===== src/common/sort_queue_pkg.sv =====
`default_nettype none

package sort_queue_pkg;

    //////////////////////////////////////////////////
    // Sizes and constants
    //////////////////////////////////////////////////

    // Number of RAM slots built into the queue
    localparam int QUEUE_DEPTH = 16;

    // Address bits actually decoded by the RAM
    localparam int SLOT_ADDR_BITS = $clog2(QUEUE_DEPTH);

    // Stored or carried value
    typedef logic [31:0] queue_word_t;

    // RAM address or entry count
    typedef logic [7:0] slot_idx_t;

    // Empty slot marker that sorts below every real value
    localparam queue_word_t EMPTY_WORD = 32'hFFFFFFFF;

    //////////////////////////////////////////////////
    // Controller states
    //////////////////////////////////////////////////

    typedef enum logic [2:0] {
        ST_FILL,        // Marker fill after reset
        ST_IDLE,        // Waiting for insert with the read port open
        ST_READ,        // Slot address presented to RAM
        ST_CMP_WRITE,   // Router result written back
        ST_FINISH       // Walk over and count bumped
    } ctrl_state_t;

    //////////////////////////////////////////////////
    // Result bundles
    //////////////////////////////////////////////////

    // Router decision for one slot
    typedef struct packed {
        logic        swap;
        queue_word_t write_word;
        queue_word_t carry_word;
    } route_result_t;

    // Counter view for the controller
    typedef struct packed {
        slot_idx_t count;
        slot_idx_t count_next;
        logic      full;
    } count_status_t;

endpackage

`default_nettype wire


===== src/value_router.sv =====
`timescale 1ns/1ps
`default_nettype none

module value_router (
    // Value travelling down the queue
    input  sort_queue_pkg::queue_word_t   carried,
    // Word read back from the current slot
    input  sort_queue_pkg::queue_word_t   stored,
    output sort_queue_pkg::route_result_t route
);

    //////////////////////////////////////////////////
    // Compare
    //////////////////////////////////////////////////

    logic stored_empty;
    logic carried_larger;

    // Marker in the slot means the slot is free
    assign stored_empty = (stored == sort_queue_pkg::EMPTY_WORD);

    // Strict compare, equal values stay put
    assign carried_larger = (carried > stored);

    //////////////////////////////////////////////////
    // Route
    //////////////////////////////////////////////////

    always_comb begin
        // Empty slot always takes the carried value
        route.swap = carried_larger || stored_empty;

        if (route.swap) begin
            // Larger value lands in this slot
            route.write_word = carried;
            // Displaced word moves on down
            route.carry_word = stored;
        end else begin
            // Slot keeps its word
            route.write_word = stored;
            // Carried value keeps walking
            route.carry_word = carried;
        end
    end

    // Non-increasing order holds since the larger
    // of the pair always stays at the lower slot

endmodule

`default_nettype wire


===== src/slot_counter.sv =====
`timescale 1ns/1ps
`default_nettype none

module slot_counter (
    input  logic                          clk,
    input  logic                          reset,
    // Restart from zero
    input  logic                          clear,
    // One more entry held
    input  logic                          increment,
    // Run-time limit on entries
    input  sort_queue_pkg::slot_idx_t     capacity,
    output sort_queue_pkg::count_status_t status
);

    sort_queue_pkg::slot_idx_t count_q;
    logic at_capacity;
    logic at_depth;

    //////////////////////////////////////////////////
    // Count register
    //////////////////////////////////////////////////

    always_ff @(posedge clk) begin
        if (reset || clear) begin
            count_q <= '0;
        end else if (increment) begin
            count_q <= status.count_next;
        end
    end

    //////////////////////////////////////////////////
    // Status
    //////////////////////////////////////////////////

    // Limit set by the outside
    assign at_capacity = (count_q == capacity);

    // Built depth caps any larger capacity
    assign at_depth = (count_q == sort_queue_pkg::slot_idx_t'(sort_queue_pkg::QUEUE_DEPTH));

    assign status.count      = count_q;
    assign status.count_next = count_q + 8'd1;
    assign status.full       = at_capacity || at_depth;

endmodule

`default_nettype wire


===== src/queue_bram.sv =====
`timescale 1ns/1ps
`default_nettype none

module queue_bram (
    input  logic                        clk,
    input  sort_queue_pkg::slot_idx_t   addr,
    input  logic                        write_en,
    input  sort_queue_pkg::queue_word_t write_data,
    output sort_queue_pkg::queue_word_t read_data
);

    //////////////////////////////////////////////////
    // Storage
    //////////////////////////////////////////////////

    // Contents are unknown until the marker fill runs
    sort_queue_pkg::queue_word_t mem [sort_queue_pkg::QUEUE_DEPTH];

    logic [sort_queue_pkg::SLOT_ADDR_BITS-1:0] word_sel;

    // Only the low address bits select a word
    assign word_sel = addr[sort_queue_pkg::SLOT_ADDR_BITS-1:0];

    //////////////////////////////////////////////////
    // Single port access
    //////////////////////////////////////////////////

    always_ff @(posedge clk) begin
        if (write_en) begin
            mem[word_sel] <= write_data;
            // Write first, new word shows on the output
            read_data     <= write_data;
        end else begin
            // Registered read, one cycle latency
            read_data     <= mem[word_sel];
        end
    end

endmodule

`default_nettype wire


===== src/insert_ctrl/insert_controller.sv =====
`timescale 1ns/1ps
`default_nettype none

module insert_controller (
    input  logic                          clk,
    input  logic                          reset,
    // Insert request, one cycle
    input  logic                          insert,
    input  sort_queue_pkg::queue_word_t   insert_value,
    // Router decision for the slot under the walk
    input  sort_queue_pkg::route_result_t route,
    // Counter state
    input  sort_queue_pkg::count_status_t status,
    // RAM port
    output sort_queue_pkg::slot_idx_t     ram_addr,
    output logic                          ram_write_en,
    output sort_queue_pkg::queue_word_t   ram_write_data,
    // Value handed to the router
    output sort_queue_pkg::queue_word_t   carried,
    output logic                          count_increment,
    output logic                          count_clear,
    output logic                          ready,
    output logic                          done,
    output logic                          rejected
);

    sort_queue_pkg::ctrl_state_t state;
    sort_queue_pkg::slot_idx_t   slot;
    sort_queue_pkg::queue_word_t carry_q;
    logic last_fill;
    logic last_slot;
    logic accept;

    // Final slot of the marker fill
    assign last_fill = (slot == sort_queue_pkg::slot_idx_t'(sort_queue_pkg::QUEUE_DEPTH - 1));

    // Walk ends on the first free slot
    assign last_slot = (slot == status.count);

    // Strobe only counts while idle
    assign accept = (state == sort_queue_pkg::ST_IDLE) && insert;

    //////////////////////////////////////////////////
    // State and slot index
    //////////////////////////////////////////////////

    always_ff @(posedge clk) begin
        if (reset) begin
            state    <= sort_queue_pkg::ST_FILL;
            slot     <= '0;
            done     <= 1'b0;
            rejected <= 1'b0;
        end else begin
            // Pulses last one cycle
            done     <= 1'b0;
            rejected <= 1'b0;

            case (state)
                sort_queue_pkg::ST_FILL: begin
                    if (last_fill) begin
                        state <= sort_queue_pkg::ST_IDLE;
                        slot  <= '0;
                    end else begin
                        slot  <= slot + 8'd1;
                    end
                end

                sort_queue_pkg::ST_IDLE: begin
                    if (accept) begin
                        if (status.full) begin
                            // Nothing written, just refuse
                            rejected <= 1'b1;
                        end else begin
                            state <= sort_queue_pkg::ST_READ;
                            slot  <= '0;
                        end
                    end
                end

                // RAM word arrives next cycle
                sort_queue_pkg::ST_READ: begin
                    state <= sort_queue_pkg::ST_CMP_WRITE;
                end

                sort_queue_pkg::ST_CMP_WRITE: begin
                    if (last_slot) begin
                        state <= sort_queue_pkg::ST_FINISH;
                    end else begin
                        state <= sort_queue_pkg::ST_READ;
                        slot  <= slot + 8'd1;
                    end
                end

                // Count bumps on this edge, so done sees the new count
                sort_queue_pkg::ST_FINISH: begin
                    done  <= 1'b1;
                    state <= sort_queue_pkg::ST_IDLE;
                end

                default: begin
                    state <= sort_queue_pkg::ST_FILL;
                    slot  <= '0;
                end
            endcase
        end
    end

    //////////////////////////////////////////////////
    // Carry register
    //////////////////////////////////////////////////

    always_ff @(posedge clk) begin
        if (accept) begin
            carry_q <= insert_value;
        end else if (state == sort_queue_pkg::ST_CMP_WRITE && route.swap) begin
            // Displaced word continues the walk
            carry_q <= route.carry_word;
        end
    end

    assign carried = carry_q;

    //////////////////////////////////////////////////
    // RAM and counter controls
    //////////////////////////////////////////////////

    assign ram_addr = slot;

    // Unchanged slots are not rewritten
    assign ram_write_en = (state == sort_queue_pkg::ST_FILL) ||
                          ((state == sort_queue_pkg::ST_CMP_WRITE) && route.swap);

    assign ram_write_data = (state == sort_queue_pkg::ST_FILL) ? sort_queue_pkg::EMPTY_WORD
                                                               : route.write_word;

    // Queue is empty once the fill is running
    assign count_clear     = (state == sort_queue_pkg::ST_FILL);
    assign count_increment = (state == sort_queue_pkg::ST_FINISH);

    assign ready = (state == sort_queue_pkg::ST_IDLE);

endmodule

`default_nettype wire


===== src/sort_queue_top.sv =====
`timescale 1ns/1ps
`default_nettype none

module sort_queue_top (
    input  logic                        clk,
    input  logic                        reset,
    // Insert request, one cycle, honoured while ready
    input  logic                        insert,
    input  sort_queue_pkg::queue_word_t insert_value,
    // Held steady while running
    input  sort_queue_pkg::slot_idx_t   capacity,
    // Look-up port, valid while ready
    input  sort_queue_pkg::slot_idx_t   read_addr,
    output sort_queue_pkg::queue_word_t read_data,
    output logic                        ready,
    output logic                        done,
    output logic                        rejected,
    output sort_queue_pkg::slot_idx_t   count
);

    sort_queue_pkg::slot_idx_t     ctrl_addr;
    sort_queue_pkg::slot_idx_t     ram_addr;
    logic                          ram_write_en;
    sort_queue_pkg::queue_word_t   ram_write_data;
    sort_queue_pkg::queue_word_t   ram_read_data;
    sort_queue_pkg::queue_word_t   carried;
    sort_queue_pkg::route_result_t route;
    sort_queue_pkg::count_status_t status;
    logic                          count_increment;
    logic                          count_clear;

    //////////////////////////////////////////////////
    // Shared RAM port
    //////////////////////////////////////////////////

    // Outside address only while the controller idles
    assign ram_addr = ready ? read_addr : ctrl_addr;

    queue_bram queue_bram_i (
        .clk        (clk),
        .addr       (ram_addr),
        .write_en   (ram_write_en),
        .write_data (ram_write_data),
        .read_data  (ram_read_data)
    );

    //////////////////////////////////////////////////
    // Datapath helpers
    //////////////////////////////////////////////////

    // Compare-and-swap on the RAM output
    value_router value_router_i (
        .carried (carried),
        .stored  (ram_read_data),
        .route   (route)
    );

    slot_counter slot_counter_i (
        .clk       (clk),
        .reset     (reset),
        .clear     (count_clear),
        .increment (count_increment),
        .capacity  (capacity),
        .status    (status)
    );

    //////////////////////////////////////////////////
    // Sequencing
    //////////////////////////////////////////////////

    insert_controller insert_controller_i (
        .clk             (clk),
        .reset           (reset),
        .insert          (insert),
        .insert_value    (insert_value),
        .route           (route),
        .status          (status),
        .ram_addr        (ctrl_addr),
        .ram_write_en    (ram_write_en),
        .ram_write_data  (ram_write_data),
        .carried         (carried),
        .count_increment (count_increment),
        .count_clear     (count_clear),
        .ready           (ready),
        .done            (done),
        .rejected        (rejected)
    );

    // Read-out straight from the RAM register
    assign read_data = ram_read_data;
    assign count     = status.count;

endmodule

`default_nettype wire


===== config.mk =====
export PLATFORM = sky130hd
export DESIGN_NAME = sort_queue_top
export DESIGN_NICKNAME = d
export VERILOG_FILES = /design/src/common/sort_queue_pkg.sv /design/src/value_router.sv /design/src/slot_counter.sv /design/src/queue_bram.sv /design/src/insert_ctrl/insert_controller.sv /design/src/sort_queue_top.sv
export SDC_FILE = /design/constraint.sdc
export NUM_CORES = 1
export LEC_CHECK = 0
export ABC_AREA = 1
export BUFFER_PORTS_ARGS = -buffer_cell sky130_fd_sc_hd__buf_2
export CAP_MARGIN = 20
export CORE_ASPECT_RATIO = 0.7
export CORE_MARGIN = 3
export CORE_UTILIZATION = 45
export CTS_CLUSTER_SIZE = 20
export DETAILED_ROUTE_END_ITERATION = 6
export SETUP_SLACK_MARGIN = 0.1
export SLEW_MARGIN = 10
export SYNTH_ARGS = -nofsm -noshare
export SYNTH_HDL_FRONTEND = slang
export SYNTH_SLANG_ARGS = --single-unit
export TNS_END_PERCENT = 10

===== constraint.sdc =====
create_clock -name clk -period 6.17 [get_ports clk]
set_input_delay 0.617 -clock clk [delete_from_list [all_inputs] [get_ports clk]]
set_output_delay 0.617 -clock clk [all_outputs]
set_load 0.02 [all_outputs]

==> impl_metrics.env <==
export IMPL_status="finished clean"
export IMPL_cts_root_buf="clkbuf_16"
export IMPL_core_sq_um=55580
export IMPL_gp_congestion=0.8480
export IMPL_critPathArrivalTime_ns=5.34
export IMPL_fmax_ghz=0.1948
export IMPL_start_util_pct=45.78
export IMPL_drc_errors=0
export IMPL_finalCritPeriodShare_pct=83.20
export IMPL_period_minus_slack_ns=5.134
export IMPL_placed_cell_area_sq_um=26850
export IMPL_antenna_found_initial=0
export IMPL_vias=18091
export IMPL_hold_path_class="primary input to register"
export IMPL_end_kind="register"
export IMPL_portBuffers=89
export IMPL_cp_start_kind="register"
export IMPL_syn_inst=2495
export IMPL_async_flop_share_pct=0
export IMPL_die_h_microns=205.0
export IMPL_area_growth_pct=11.64
export IMPL_cpMostUsedCell="nand2_1"
export IMPL_dp_cells=3236
export IMPL_grt_setup_unrepaired="no"
export IMPL_grt_ovfl_total=0
export IMPL_regArea_sq_um=16850
export IMPL_syn_avg_cell_area_sq_um=10.20
export IMPL_clkTransAtPathRegs_ns=0.07
export IMPL_max_cap_violations=0
export IMPL_grt_max_degree=114
export IMPL_drtPass1Iterations=5
export IMPL_num_rows=72
export IMPL_numCtsBuffers=52
export IMPL_synth_top_area_cell="edfxtp_1"
export IMPL_cts_hold_buf=0
export IMPL_track_usage_pct=23.21
export IMPL_die_area_sq_um=59490
export IMPL_path_class="register to register"
export IMPL_diodes=0
export IMPL_synth_seq_cells=569
export IMPL_place_hpwl_microns=39050
export IMPL_multiInputGateArea_sq_um=7286
export IMPL_final_cells=3330
export IMPL_synth_edf_count=544
export IMPL_timing_slew_headroom_pct=36.23
export IMPL_post_cts_buffers=0
export IMPL_synth_distinct_cells=33
export IMPL_synth_commonest_cells="nand2_1, edfxtp_1, nand3_1"
export IMPL_nNetsFinal=2636
export IMPL_path_cells="inv_6 > buf_12 > nor2_1 > o21ai_0 > nand3_1 > nand3_1 > nand2_1 > inv_1 > ha_1 > nand2_1 > inv_1 > nand4_1 > nor3_1 > nand2_1 > nand2_1 > nand2_1 > nand2_2 > nand2_2 > buf_4 > a21oi_4 > buf_4"
export IMPL_post_drt_wl_per_cell_microns=21.13
export IMPL_synth_most_common_cell="nand2_1"
export IMPL_tns_ns=0
export IMPL_netlist_area_sq_um=25450
export IMPL_skew_ns=0.02175
export IMPL_finalHoldViolations=0
export IMPL_slowest_delay_ns=0.61
export IMPL_slew_violations=0
export IMPL_final_util_pct=51.11
export IMPL_cp_max_fo=54
export IMPL_drtIter0Drc=1974
export IMPL_synthTopCellsByArea="edfxtp_1, nand2_1, nand3_1"
export IMPL_p_leak_uw=0.01098
export IMPL_synth_warnings=0
export IMPL_cts_resized=0
export IMPL_cts_sink_count=569
export IMPL_cts_max_level=2
export IMPL_synth_top_area_share_pct=64.19
export IMPL_die_width_microns=290.2
export IMPL_ir_worst_vdd_mv=0.2660
export IMPL_wl_microns=70360
export IMPL_cpMaxStageDelayCell="buf_4"
export IMPL_final_cell_area_sq_um=28410
export IMPL_grt_pass1_wl_microns=104800
export IMPL_tightest_slew_ns=0.9566
export IMPL_crit_required_ns=6.38
export IMPL_finalSetupViolations=0
export IMPL_power_uw=8312
export IMPL_synth_fp_nets=2581
export IMPL_via_per_inst=5.433
export IMPL_powerDensity_nw_per_um2=292.6
export IMPL_drive_gt1_share_pct=9.305
export IMPL_synth_ff_type="edfxtp_1"
export IMPL_crit_buf_inv=6
export IMPL_grt_pass1_vias=16641
export IMPL_clockBufferDepth=3
export IMPL_fillerInstances=4855
export IMPL_ys_seq_area_share_pct=66.16
export IMPL_critPathTopFamily="simple AND/OR/NAND/NOR gates"
export IMPL_ant_nets=0
export IMPL_io_pins=94
export IMPL_cts_tree="built"
export IMPL_clk_latency_ns=0.59
## cell usage in the layout (no fill, tap or decap), types with 16 or more instances in the layout
cell,count
nand2_1,839
nand3_1,353
o211ai_1,22
nor2_1,148
a21oi_1,28
buf_4,35
nor3_1,22
inv_1,200
buf_2,89
clkbuf_16,53
o21ai_0,74
edfxtp_1,544
ha_1,35
dfxtp_1,21
a21oi_4,16
clkinv_1,16
## area by class of cell
| cell class | instances | area share [%] |
|---|---|---|
| Sequential cell | 569 | 59.29 |
| Multi-Input combinational cell | 1582 | 25.64 |
| Clock buffer | 61 | 4.774 |
| Timing Repair Buffer | 139 | 3.550 |
| Tap cell | 740 | 3.259 |
| Inverter | 206 | 2.757 |
| Clock inverter | 33 | 0.7222 |
## worst reg2reg max path, delay by kind of cell (launching register included)
kind	cells	cell delay, ns
AOI/OAI and AO/OA	2	0.22
adders and majority gates	1	0.29
buffers and inverters	6	1.71
DFF	1	0.60
and+or+nand+nor	12	1.92
## sequential cells by signal, indices dropped and copies added, names as in the netlist, named ones only
name,count
queue_bram_i.mem,512
insert_controller_i.carried,32
insert_controller_i.ram_addr,8
slot_counter_i.count_q,8
insert_controller_i.state,3
insert_controller_i.done,1
insert_controller_i.rejected,1
## logic make-up (layout without fill, tap and decap cells)
group	Yosys count	after routing	synth area share (%)
AND/OR/NAND/NOR	1383	1383	22.44
flip-flops	569	569	66.16
buffers and inverters	344	439	5.949
AO/OA/AOI/OAI	150	150	3.250
adder cells (fa/ha/maj)	35	35	1.721
XOR/XNOR	14	14	0.4818
## stage by stage
| step | hold slack [ns] | setup WS, ns |
|---|---|---|
| 2_1_floorplan | 0.4641 | 1.482 |
| 3_3_place_gp | 0.4876 | 1.100 |
| 3_5_place_dp | 0.5026 | 1.036 |
| 4_1_cts | 0.2765 | 1.025 |
| 5_1_grt | 0.2908 | 0.7405 |
| 6_report | 0.3036 | 1.036 |
## routing by layer
metal / vias to the layer above / routed length [microns] / global-route usage, %
li1: 8496 / - / -
met1: 8766 / 32430 / 35.45
met2: 713 / 30530 / 34.88
met3: 116 / 5534 / 3.165
met4: 0 / 1861 / 6.151
met5: - / 0 / 0
## report_power, final
group	internal (uW)	switching, uW	leakage (uW)
Combinational	297	735	0.00579
Sequential	4220	15.0	0.00442
Clock	1650	1400	0.000777
## path summary, 6_finish.rpt
check | from | end | slack (ns) | depth (start not counted)
setup / recovery | register | queue_bram_i.mem[7][24] | 1.04 | 21
hold / removal | insert_value[5] | insert_controller_i.carried[5] | 0.30 | 3
setup reg to reg | register | queue_bram_i.mem[7][24] | 1.04 | 21
hold reg to reg | insert_controller_i.ram_addr[0] | insert_controller_i.ram_addr[0] | 0.51 | 2
Note: power is estimated with default switching activity, not from simulation.
